## src/tracker_settings.svh

```systemverilog
`ifndef TRACKER_SETTINGS_SVH
`define TRACKER_SETTINGS_SVH

// Active frame size in pixels
`define HRES 1280
`define VRES 720

// Pixel coordinate widths
`define COORD_X_W 11 // Holds 0 to 2047
`define COORD_Y_W 10 // Holds 0 to 1023

// One unpacked color channel
`define CHAN_W 8

// Cycles from a pixel entering the classifier to its mask
// One cycle is the mask register, the rest match the converter
`define CLASSIFY_LATENCY 4

`endif

```

## src/tracker_pkg.sv

```systemverilog
package tracker_pkg;

    // Channel that feeds the threshold compare
    typedef enum logic [2:0] {
        CH_RED   = 3'd0,
        CH_GREEN = 3'd1,
        CH_BLUE  = 3'd2,
        CH_LUMA  = 3'd3,
        CH_CR    = 3'd4,
        CH_CB    = 3'd5
    } channel_e;

    // What is drawn behind the target
    typedef enum logic [1:0] {
        BG_CAMERA  = 2'd0, // Unpacked RGB as received
        BG_CHANNEL = 2'd1, // Selected channel as grey
        BG_LUMA    = 2'd2, // Y as grey
        BG_MASK    = 2'd3  // Black and white mask
    } bg_mode_e;

    typedef enum logic {
        TGT_MASK      = 1'b0, // Masked pixels in pink
        TGT_CROSSHAIR = 1'b1  // Lines through the center of mass
    } target_e;

    // Centroid engine, one shared divider for x then y
    typedef enum logic [1:0] {
        ST_ACCUM = 2'd0,
        ST_DIV_X = 2'd1,
        ST_DIV_Y = 2'd2
    } div_state_e;

endpackage

```

## src/ycrcb_convert.sv

```systemverilog
`timescale 1ns/1ns
`include "tracker_settings.svh"

module ycrcb_convert (
    input  logic               clk_pixel,
    input  logic [`CHAN_W-1:0] r_i,
    input  logic [`CHAN_W-1:0] g_i,
    input  logic [`CHAN_W-1:0] b_i,
    output logic [`CHAN_W-1:0] y_o,
    output logic [`CHAN_W-1:0] cr_o,
    output logic [`CHAN_W-1:0] cb_o
);

    // Stage one, coefficient products (each fits in 16 bits)
    logic [15:0] y_r_p, y_g_p, y_b_p;
    logic [15:0] cr_r_p, cr_g_p, cr_b_p;
    logic [15:0] cb_r_p, cb_g_p, cb_b_p;

    // Stage two, weighted sums
    logic [15:0]        y_sum;  // Weights add to 256, so no overflow
    logic signed [17:0] cr_sum;
    logic signed [17:0] cb_sum;

    // Floor divide by 256, recenter on 128 and clamp to a channel
    function automatic logic [`CHAN_W-1:0] offset_clamp(input logic signed [17:0] sum);
        logic signed [10:0] val;
        val = $signed(sum[17:8]) + 11'sd128;
        if (val < 0)
            return '0;
        else if (val > 11'sd255)
            return '1;
        else
            return val[`CHAN_W-1:0];
    endfunction

    always_ff @(posedge clk_pixel) begin
        y_r_p  <= 16'(r_i) * 16'd77;
        y_g_p  <= 16'(g_i) * 16'd150;
        y_b_p  <= 16'(b_i) * 16'd29;
        cr_r_p <= 16'(r_i) * 16'd128;
        cr_g_p <= 16'(g_i) * 16'd107;
        cr_b_p <= 16'(b_i) * 16'd21;
        cb_r_p <= 16'(r_i) * 16'd43;
        cb_g_p <= 16'(g_i) * 16'd85;
        cb_b_p <= 16'(b_i) * 16'd128;
    end

    always_ff @(posedge clk_pixel) begin
        y_sum  <= y_r_p + y_g_p + y_b_p;
        cr_sum <= $signed({2'b00, cr_r_p}) - $signed({2'b00, cr_g_p})
                  - $signed({2'b00, cr_b_p});
        cb_sum <= $signed({2'b00, cb_b_p}) - $signed({2'b00, cb_r_p})
                  - $signed({2'b00, cb_g_p});
    end

    always_ff @(posedge clk_pixel) begin
        y_o  <= y_sum[15:8]; // Always in range
        cr_o <= offset_clamp(cr_sum);
        cb_o <= offset_clamp(cb_sum);
    end

endmodule

```

## src/pixel_classifier.sv

```systemverilog
`timescale 1ns/1ns
`include "tracker_settings.svh"

module pixel_classifier import tracker_pkg::*; (
    input  logic                  clk_pixel,
    input  logic                  recent_reset,
    input  logic [15:0]           pixel_i,       // RGB565
    input  logic [`COORD_X_W-1:0] hcount_i,
    input  logic [`COORD_Y_W-1:0] vcount_i,
    input  logic                  active_i,
    input  logic                  frame_end_i,
    input  channel_e              channel_sel_i,
    input  logic [`CHAN_W-1:0]    lower_i,
    input  logic [`CHAN_W-1:0]    upper_i,
    output logic [`CHAN_W-1:0]    red_o,
    output logic [`CHAN_W-1:0]    green_o,
    output logic [`CHAN_W-1:0]    blue_o,
    output logic [`CHAN_W-1:0]    luma_o,
    output logic [`CHAN_W-1:0]    channel_o,
    output logic                  mask_o,
    output logic [`COORD_X_W-1:0] hcount_o,
    output logic [`COORD_Y_W-1:0] vcount_o,
    output logic                  active_o,
    output logic                  frame_end_o
);

    localparam int CONV_DEPTH = `CLASSIFY_LATENCY - 1; // Converter stages

    logic [`CHAN_W-1:0] red_u, green_u, blue_u; // Unpacked, low bits zero
    logic [`CHAN_W-1:0] y_c, cr_c, cb_c;
    logic [`CHAN_W-1:0] chan_sel;

    // Side band delayed to meet the converter output
    logic [`CHAN_W-1:0]    red_d    [CONV_DEPTH];
    logic [`CHAN_W-1:0]    green_d  [CONV_DEPTH];
    logic [`CHAN_W-1:0]    blue_d   [CONV_DEPTH];
    logic [`COORD_X_W-1:0] hcount_d [CONV_DEPTH];
    logic [`COORD_Y_W-1:0] vcount_d [CONV_DEPTH];
    logic                  active_d    [CONV_DEPTH];
    logic                  frame_end_d [CONV_DEPTH];

    assign red_u   = {pixel_i[15:11], 3'b000};
    assign green_u = {pixel_i[10:5], 2'b00};
    assign blue_u  = {pixel_i[4:0], 3'b000};

    ycrcb_convert i_convert (
        .clk_pixel (clk_pixel),
        .r_i       (red_u),
        .g_i       (green_u),
        .b_i       (blue_u),
        .y_o       (y_c),
        .cr_o      (cr_c),
        .cb_o      (cb_c)
    );

    always_ff @(posedge clk_pixel) begin
        red_d[0]    <= red_u;
        green_d[0]  <= green_u;
        blue_d[0]   <= blue_u;
        hcount_d[0] <= hcount_i;
        vcount_d[0] <= vcount_i;
        for (int i = 1; i < CONV_DEPTH; i++) begin
            red_d[i]    <= red_d[i-1];
            green_d[i]  <= green_d[i-1];
            blue_d[i]   <= blue_d[i-1];
            hcount_d[i] <= hcount_d[i-1];
            vcount_d[i] <= vcount_d[i-1];
        end
    end

    always_ff @(posedge clk_pixel) begin
        if (recent_reset) begin
            for (int i = 0; i < CONV_DEPTH; i++) begin
                active_d[i]    <= 1'b0;
                frame_end_d[i] <= 1'b0;
            end
        end else begin
            active_d[0]    <= active_i;
            frame_end_d[0] <= frame_end_i;
            for (int i = 1; i < CONV_DEPTH; i++) begin
                active_d[i]    <= active_d[i-1];
                frame_end_d[i] <= frame_end_d[i-1];
            end
        end
    end

    always_comb begin
        case (channel_sel_i)
            CH_RED:   chan_sel = red_d[CONV_DEPTH-1];
            CH_GREEN: chan_sel = green_d[CONV_DEPTH-1];
            CH_BLUE:  chan_sel = blue_d[CONV_DEPTH-1];
            CH_CR:    chan_sel = cr_c;
            CH_CB:    chan_sel = cb_c;
            default:  chan_sel = y_c; // Luma, also for unused codes
        endcase
    end

    // Final stage, everything leaves together with the mask
    always_ff @(posedge clk_pixel) begin
        red_o     <= red_d[CONV_DEPTH-1];
        green_o   <= green_d[CONV_DEPTH-1];
        blue_o    <= blue_d[CONV_DEPTH-1];
        luma_o    <= y_c;
        channel_o <= chan_sel;
        hcount_o  <= hcount_d[CONV_DEPTH-1];
        vcount_o  <= vcount_d[CONV_DEPTH-1];
    end

    always_ff @(posedge clk_pixel) begin
        if (recent_reset) begin
            mask_o      <= 1'b0;
            active_o    <= 1'b0;
            frame_end_o <= 1'b0;
        end else begin
            mask_o      <= active_d[CONV_DEPTH-1] && (chan_sel >= lower_i)
                           && (chan_sel <= upper_i);
            active_o    <= active_d[CONV_DEPTH-1];
            frame_end_o <= frame_end_d[CONV_DEPTH-1];
        end
    end

endmodule

```

## src/centroid_tracker.sv

```systemverilog
`timescale 1ns/1ns
`include "tracker_settings.svh"

module centroid_tracker import tracker_pkg::*; (
    input  logic                  clk_pixel,
    input  logic                  recent_reset,
    input  logic                  mask_i,
    input  logic [`COORD_X_W-1:0] hcount_i,
    input  logic [`COORD_Y_W-1:0] vcount_i,
    input  logic                  frame_end_i,
    output logic [`COORD_X_W-1:0] com_x_o,
    output logic [`COORD_Y_W-1:0] com_y_o,
    output logic                  com_valid_o
);

    localparam int COUNT_W   = $clog2(`HRES * `VRES + 1); // A full frame of mask
    localparam int SUM_X_W   = `COORD_X_W + COUNT_W;
    localparam int SUM_Y_W   = `COORD_Y_W + COUNT_W;
    localparam int BIT_CNT_W = $clog2(SUM_X_W + 1);

    div_state_e state;

    logic [SUM_X_W-1:0] sum_x;
    logic [SUM_Y_W-1:0] sum_y;
    logic [COUNT_W-1:0] count;

    // Divider, the dividend register fills with quotient bits from the bottom
    logic [SUM_Y_W-1:0]    sum_y_hold; // Waits while x is divided
    logic [COUNT_W-1:0]    div_count;
    logic [SUM_X_W-1:0]    div_dvd;
    logic [COUNT_W-1:0]    div_rem;
    logic [BIT_CNT_W-1:0]  bit_cnt;
    logic [`COORD_X_W-1:0] x_result;

    logic [COUNT_W:0]   rem_shift;
    logic [COUNT_W:0]   rem_next;
    logic               q_bit;
    logic [SUM_X_W-1:0] dvd_next;

    // One restoring step
    always_comb begin
        rem_shift = {div_rem, div_dvd[SUM_X_W-1]};
        if (rem_shift >= {1'b0, div_count}) begin
            rem_next = rem_shift - {1'b0, div_count};
            q_bit    = 1'b1;
        end else begin
            rem_next = rem_shift;
            q_bit    = 1'b0;
        end
        dvd_next = {div_dvd[SUM_X_W-2:0], q_bit};
    end

    always_ff @(posedge clk_pixel) begin
        if (recent_reset) begin
            state       <= ST_ACCUM;
            sum_x       <= '0;
            sum_y       <= '0;
            count       <= '0;
            bit_cnt     <= '0;
            com_x_o     <= '0;
            com_y_o     <= '0;
            com_valid_o <= 1'b0;
        end else begin
            com_valid_o <= 1'b0;
            case (state)
                ST_ACCUM: begin
                    if (frame_end_i) begin
                        if (count != '0) begin
                            sum_y_hold <= sum_y;
                            div_count  <= count;
                            div_dvd    <= sum_x;
                            div_rem    <= '0;
                            bit_cnt    <= BIT_CNT_W'(SUM_X_W);
                            state      <= ST_DIV_X;
                        end
                        sum_x <= '0; // Next frame starts clean
                        sum_y <= '0;
                        count <= '0;
                    end else if (mask_i) begin
                        sum_x <= sum_x + SUM_X_W'(hcount_i);
                        sum_y <= sum_y + SUM_Y_W'(vcount_i);
                        count <= count + 1'b1;
                    end
                end
                ST_DIV_X: begin
                    if (bit_cnt == BIT_CNT_W'(1)) begin
                        x_result <= dvd_next[`COORD_X_W-1:0];
                        div_dvd  <= {sum_y_hold, {(SUM_X_W - SUM_Y_W){1'b0}}}; // Left aligned
                        div_rem  <= '0;
                        bit_cnt  <= BIT_CNT_W'(SUM_Y_W);
                        state    <= ST_DIV_Y;
                    end else begin
                        div_dvd <= dvd_next;
                        div_rem <= rem_next[COUNT_W-1:0];
                        bit_cnt <= bit_cnt - 1'b1;
                    end
                end
                ST_DIV_Y: begin
                    if (bit_cnt == BIT_CNT_W'(1)) begin
                        com_x_o     <= x_result;
                        com_y_o     <= dvd_next[`COORD_Y_W-1:0];
                        com_valid_o <= 1'b1;
                        state       <= ST_ACCUM;
                    end else begin
                        div_dvd <= dvd_next;
                        div_rem <= rem_next[COUNT_W-1:0];
                        bit_cnt <= bit_cnt - 1'b1;
                    end
                end
                default: state <= ST_ACCUM;
            endcase
        end
    end

endmodule

```

## src/video_overlay.sv

```systemverilog
`timescale 1ns/1ns
`include "tracker_settings.svh"

module video_overlay import tracker_pkg::*; (
    input  logic                  clk_pixel,
    input  logic                  recent_reset,
    input  bg_mode_e              bg_sel_i,
    input  target_e               target_sel_i,
    input  logic [`CHAN_W-1:0]    red_i,
    input  logic [`CHAN_W-1:0]    green_i,
    input  logic [`CHAN_W-1:0]    blue_i,
    input  logic [`CHAN_W-1:0]    luma_i,
    input  logic [`CHAN_W-1:0]    channel_i,
    input  logic                  mask_i,
    input  logic [`COORD_X_W-1:0] hcount_i,
    input  logic [`COORD_Y_W-1:0] vcount_i,
    input  logic                  active_i,
    input  logic [`COORD_X_W-1:0] com_x_i,
    input  logic [`COORD_Y_W-1:0] com_y_i,
    output logic [`CHAN_W-1:0]    red_o,
    output logic [`CHAN_W-1:0]    green_o,
    output logic [`CHAN_W-1:0]    blue_o,
    output logic [`COORD_X_W-1:0] hcount_o,
    output logic [`COORD_Y_W-1:0] vcount_o,
    output logic                  active_o
);

    logic [3*`CHAN_W-1:0] bg_rgb;
    logic [3*`CHAN_W-1:0] pix_rgb;
    logic                 in_frame;
    logic                 on_cross;

    assign in_frame = active_i && (hcount_i < `COORD_X_W'(`HRES))
                      && (vcount_i < `COORD_Y_W'(`VRES));
    assign on_cross = (hcount_i == com_x_i) || (vcount_i == com_y_i);

    always_comb begin
        case (bg_sel_i)
            BG_CAMERA:  bg_rgb = {red_i, green_i, blue_i};
            BG_CHANNEL: bg_rgb = {3{channel_i}};
            BG_LUMA:    bg_rgb = {3{luma_i}};
            default:    bg_rgb = mask_i ? '1 : '0; // Mask view
        endcase

        pix_rgb = bg_rgb;
        if (target_sel_i == TGT_MASK && mask_i)
            pix_rgb = {8'hFF, 8'h77, 8'hAA}; // Pink
        else if (target_sel_i == TGT_CROSSHAIR && on_cross)
            pix_rgb = '1;
        if (!in_frame)
            pix_rgb = '0; // Blanking
    end

    always_ff @(posedge clk_pixel) begin
        hcount_o <= hcount_i;
        vcount_o <= vcount_i;
        if (recent_reset) begin
            {red_o, green_o, blue_o} <= '0;
            active_o                 <= 1'b0;
        end else begin
            {red_o, green_o, blue_o} <= pix_rgb;
            active_o                 <= active_i;
        end
    end

endmodule

```

## src/color_tracker_top.sv

```systemverilog
`timescale 1ns/1ns
`include "tracker_settings.svh"

module color_tracker_top import tracker_pkg::*; (
    input  logic                  clk_pixel,
    input  logic                  recent_reset,
    input  logic [15:0]           pixel_i,
    input  logic [`COORD_X_W-1:0] hcount_i,
    input  logic [`COORD_Y_W-1:0] vcount_i,
    input  logic                  active_i,
    input  logic                  frame_end_i,
    input  channel_e              channel_sel_i,
    input  logic [`CHAN_W-1:0]    lower_i,
    input  logic [`CHAN_W-1:0]    upper_i,
    input  bg_mode_e              bg_sel_i,
    input  target_e               target_sel_i,
    output logic [`CHAN_W-1:0]    red_o,
    output logic [`CHAN_W-1:0]    green_o,
    output logic [`CHAN_W-1:0]    blue_o,
    output logic [`COORD_X_W-1:0] hcount_o,
    output logic [`COORD_Y_W-1:0] vcount_o,
    output logic                  active_o,
    output logic [`COORD_X_W-1:0] com_x_o,
    output logic [`COORD_Y_W-1:0] com_y_o,
    output logic                  com_valid_o
);

    // Classifier results, CLASSIFY_LATENCY behind the inputs
    logic [`CHAN_W-1:0]    cls_red, cls_green, cls_blue;
    logic [`CHAN_W-1:0]    cls_luma, cls_channel;
    logic                  cls_mask;
    logic [`COORD_X_W-1:0] cls_hcount;
    logic [`COORD_Y_W-1:0] cls_vcount;
    logic                  cls_active;
    logic                  cls_frame_end;

    pixel_classifier i_classifier (
        .clk_pixel     (clk_pixel),
        .recent_reset  (recent_reset),
        .pixel_i       (pixel_i),
        .hcount_i      (hcount_i),
        .vcount_i      (vcount_i),
        .active_i      (active_i),
        .frame_end_i   (frame_end_i),
        .channel_sel_i (channel_sel_i),
        .lower_i       (lower_i),
        .upper_i       (upper_i),
        .red_o         (cls_red),
        .green_o       (cls_green),
        .blue_o        (cls_blue),
        .luma_o        (cls_luma),
        .channel_o     (cls_channel),
        .mask_o        (cls_mask),
        .hcount_o      (cls_hcount),
        .vcount_o      (cls_vcount),
        .active_o      (cls_active),
        .frame_end_o   (cls_frame_end)
    );

    centroid_tracker i_tracker (
        .clk_pixel    (clk_pixel),
        .recent_reset (recent_reset),
        .mask_i       (cls_mask),
        .hcount_i     (cls_hcount),
        .vcount_i     (cls_vcount),
        .frame_end_i  (cls_frame_end),
        .com_x_o      (com_x_o),
        .com_y_o      (com_y_o),
        .com_valid_o  (com_valid_o)
    );

    video_overlay i_overlay (
        .clk_pixel    (clk_pixel),
        .recent_reset (recent_reset),
        .bg_sel_i     (bg_sel_i),
        .target_sel_i (target_sel_i),
        .red_i        (cls_red),
        .green_i      (cls_green),
        .blue_i       (cls_blue),
        .luma_i       (cls_luma),
        .channel_i    (cls_channel),
        .mask_i       (cls_mask),
        .hcount_i     (cls_hcount),
        .vcount_i     (cls_vcount),
        .active_i     (cls_active),
        .com_x_i      (com_x_o),   // Last valid centroid
        .com_y_i      (com_y_o),
        .red_o        (red_o),
        .green_o      (green_o),
        .blue_o       (blue_o),
        .hcount_o     (hcount_o),
        .vcount_o     (vcount_o),
        .active_o     (active_o)
    );

endmodule

```

## config.mk

```make
export PLATFORM = sky130hd
export DESIGN_NAME = color_tracker_top
export DESIGN_NICKNAME = d
export VERILOG_FILES = /design/src/tracker_pkg.sv /design/src/ycrcb_convert.sv /design/src/pixel_classifier.sv /design/src/centroid_tracker.sv /design/src/video_overlay.sv /design/src/color_tracker_top.sv
export VERILOG_INCLUDE_DIRS = /design/src
export SDC_FILE = /design/constraint.sdc
export NUM_CORES = 1
export LEC_CHECK = 0
export BUFFER_PORTS_ARGS = -buffer_cell sky130_fd_sc_hd__buf_2
export CORE_UTILIZATION = 40
export CTS_BUF_LIST = sky130_fd_sc_hd__clkbuf_8
export DETAILED_ROUTE_END_ITERATION = 12
export PLACE_DENSITY = 0.66
export RECOVER_POWER = 50
export SLEW_MARGIN = 10
export SYNTH_ARGS = -nofsm -noshare
export SYNTH_HDL_FRONTEND = slang
export SYNTH_HIERARCHICAL = 1
export SYNTH_SLANG_ARGS = --single-unit
```

## constraint.sdc

```tcl
create_clock -name clk_pixel -period 11.1 [get_ports clk_pixel]
set_input_delay 0.555 -clock clk_pixel [delete_from_list [all_inputs] [get_ports clk_pixel]]
set_output_delay 0.555 -clock clk_pixel [all_outputs]
set_load 0.02 [all_outputs]
```

==> reports/metrics.csv <==
metric;value;unit
postSynthAreaPerCell;10.38;sq um
status;finished with violations;
tightest_slew;3194;ps
area_growth;13.48;%
start_util;40.70;%
dieArea;72820;sq um
dp.cells;3821;
grt_overflow_total;0;
required;11290;ps
firstDrtPassIters;5;
fin_area;32570;sq um
synth_ff_type;dfxtp_1;
avgRoutedWirePerCell;15.37;um
die_y;269.9;um
critPathLaunchType;input port;
synth_seq_area_share;45.34;%
synth_edf_count;112;
critPathKind;input port to flop;
cpMostUsedCell;clkbuf_1;
finClkSkew;69.00;ps
ios;131;
failed_checks;capacitance limit, slew limit;
rr_worst_depth;9;
clkTransAtPathRegs;60;ps
grt_max_degree;65;
cts.sinks;594;
h-tree-depth;3;
end_kind;flop;
rr_endpoint;i_tracker/div_rem[5];
ys_ff_latch;594;
r2r-start;i_tracker/div_rem[1];
syn_area;28700;sq um
cpPeakStageDelay;2290;ps
grt_first_pass_wirelength;99.93;mm
hold_class;input port to flop;
post_cts_buffers;0;
rsz0062_at_grt;no;
slew_violations;63;
rows;97;
cts_buffers;97;
slew-limit-headroom;-113.0;%
fp.dieW;269.9;um
dpl_cell_area;30460;sq um
gp_congestion;0.8817;
finalPower;6.956;mW
final_hold_viol_count;0;
grt_pass1_vias;19100;
drcViolationCount;0;
irDropWorstVdd;145.1;uV
routed_wirelength;61.72;mm
fin_crit_sh;34.86;%
drv_cap;1;
clockRootBuffer;clkbuf_8;
final.min_clock_period;3870;ps
reg2reg_slack;7530;ps
crit_fanout;62;
fill_cells;6595;
hp-start;active_i;
synth_top_area_share;33.62;%
cts_tree;done;
finalSetupViolCount;0;
clk_path_buf_depth;3;
antenna_left;0;
synth.area.top_cells;dfxtp_1 (34%), ha_1 (14%), edfxtp_1 (12%), fa_1 (5.0%), xnor2_1 (4.0%);
final_cell_mix;dfxtp_1 (482), ha_1 (328), inv_1 (297);
clock_latency;730;ps
dp_hpwl;46.48;mm
portBuffers;130;
antenna_found_initial;7;
fin_util;46.19;%
crit_path_cell_trace;clkbuf_1 > clkbuf_1 > nor2_1;
p_leak;14.19;nW
cp.arrival;4060;ps
hold_path_end;i_classifier/active_d[0][0];
drt_iter0_drc;1146;
layout_commonest_cell;dfxtp_1;
yosys_warnings;6;
stdcell_count;4014;
grt_use_total;17.07;%
max_freq;0.2584;GHz
p_per_area;213.6;nW/um^2
drive_gt1_share;8.431;%
postSynthCellCount;2765;
nets;3465;
core_area;70510;sq um
hold_depth;2;
synthArstFlopShare;0;%
synth_area_leader_cell;dfxtp_1;
crit_slowest_cell;clkbuf_1;
fin_tns_setup;0;ps
viasPerCell;4.877;
synthDistinctLibCells;96;
vias;19580;
## where the power goes
group,internal [mW],total [mW],switching [mW]
registers,2.54,2.71,0.173
clock network,1.04,1.93,0.881
logic,1.03,2.32,1.29
total,4.61,6.96,2.35
## flip-flops by register name (all words and copies together), names as in the netlist, 30 cells and up
register and flops:
i_tracker/sum_x 31, i_tracker/sum_y 30, i_classifier/vcount_d 30, i_tracker/div_dvd 31, i_tracker/sum_y_hold 30, i_classifier/hcount_d 33
## synth_stat cells, drive strengths merged (6+ instances only)
library cell,n
a31oi,36
a211oi,16
o21a,26
buf,26
o31ai,9
a21o,47
fa,72
o22ai,7
nor4,13
dfxtp,482
nor3,29
mux2i,10
nand2b,31
edfxtp,112
o21bai,25
o21ai,74
or3,18
clkbuf,50
a21boi,8
nor2b,32
nand4,18
nand3b,6
nand3,41
inv,277
a22oi,46
nand2,156
nor2,220
a2111oi,8
xor2,64
a21oi,222
and2,7
or4,7
or2,9
o211ai,8
xnor2,132
ha,329
and3,12
and4,7
## how the worst max path moves through the flow
stage | start | endpoint | slack [ps]
5_1_grt | recent_reset | i_tracker/x_result[3] | 7010
4_1_cts | i_tracker/div_rem[2] | i_tracker/div_rem[5] | 7500
3_5_place_dp | pixel_i[9] | i_classifier/i_convert/cr_g_p[13] | 6950
2_1_floorplan | recent_reset | i_tracker/div_count[0] | 6190
3_3_place_gp | pixel_i[9] | i_classifier/i_convert/cr_g_p[13] | 6980
6_report | recent_reset | i_tracker/x_result[2] | 7230
## cell type report
type / instances / area, sq um / share of cell area [%]
Clock buffer: 115 / 1583 / 4.860
Multi-Input combinational cell: 1866 / 14480 / 44.46
Inverter: 277 / 1040 / 3.192
Antenna cell: 2 / 5.005 / 0.01537
Sequential cell: 594 / 13010 / 39.95
Timing Repair Buffer: 165 / 858.3 / 2.635
Tap cell: 940 / 1176 / 3.611
Clock inverter: 55 / 414.1 / 1.272
## per-stage QoR
| step | setup WS (ps) | hold WS [ps] |
|---|---|---|
| 2_1_floorplan | 6186 | 309.6 |
| 3_3_place_gp | 6979 | 309.7 |
| 3_5_place_dp | 6952 | 312.1 |
| 4_1_cts | 7497 | 17.41 |
| 5_1_grt | 7008 | 36.39 |
| 6_report | 7230 | 72.51 |
## kinds of logic (layout without fill, tap and decap cells)
logic type,count (synthesis),after routing,synth area share (%)
AOI/OAI and AO/OA,583,583,13.19
xor gates and xnor gates,196,196,5.982
and+or+nand+nor,620,620,10.43
adders and majority gates,401,401,19.37
DFF,594,594,45.34
muxes,17,17,0.7411
other,1,51,0.01307
buffers and inverters,353,612,4.931
## metal layers
metal	GRT usage, %	share of wire (%)	vias to the layer above
met5	0	0.013	-
met4	5.981	2.5	2
met3	3.565	4.8	105
met2	26.75	44	390
met1	23.23	49	9086
li1	-	-	9992
## repair_timing
action                                 CTS  global route
resized for setup                        0             0
hold buffers                            21             0
endpoints found under the hold margin   21             0
## worst max-delay path, delay by kind of cell
kind	cells	cell delay, ps
buffers and inverters	2	2500
AND/OR/NAND/NOR	1	970
Note: power is estimated with default switching activity, not from simulation.
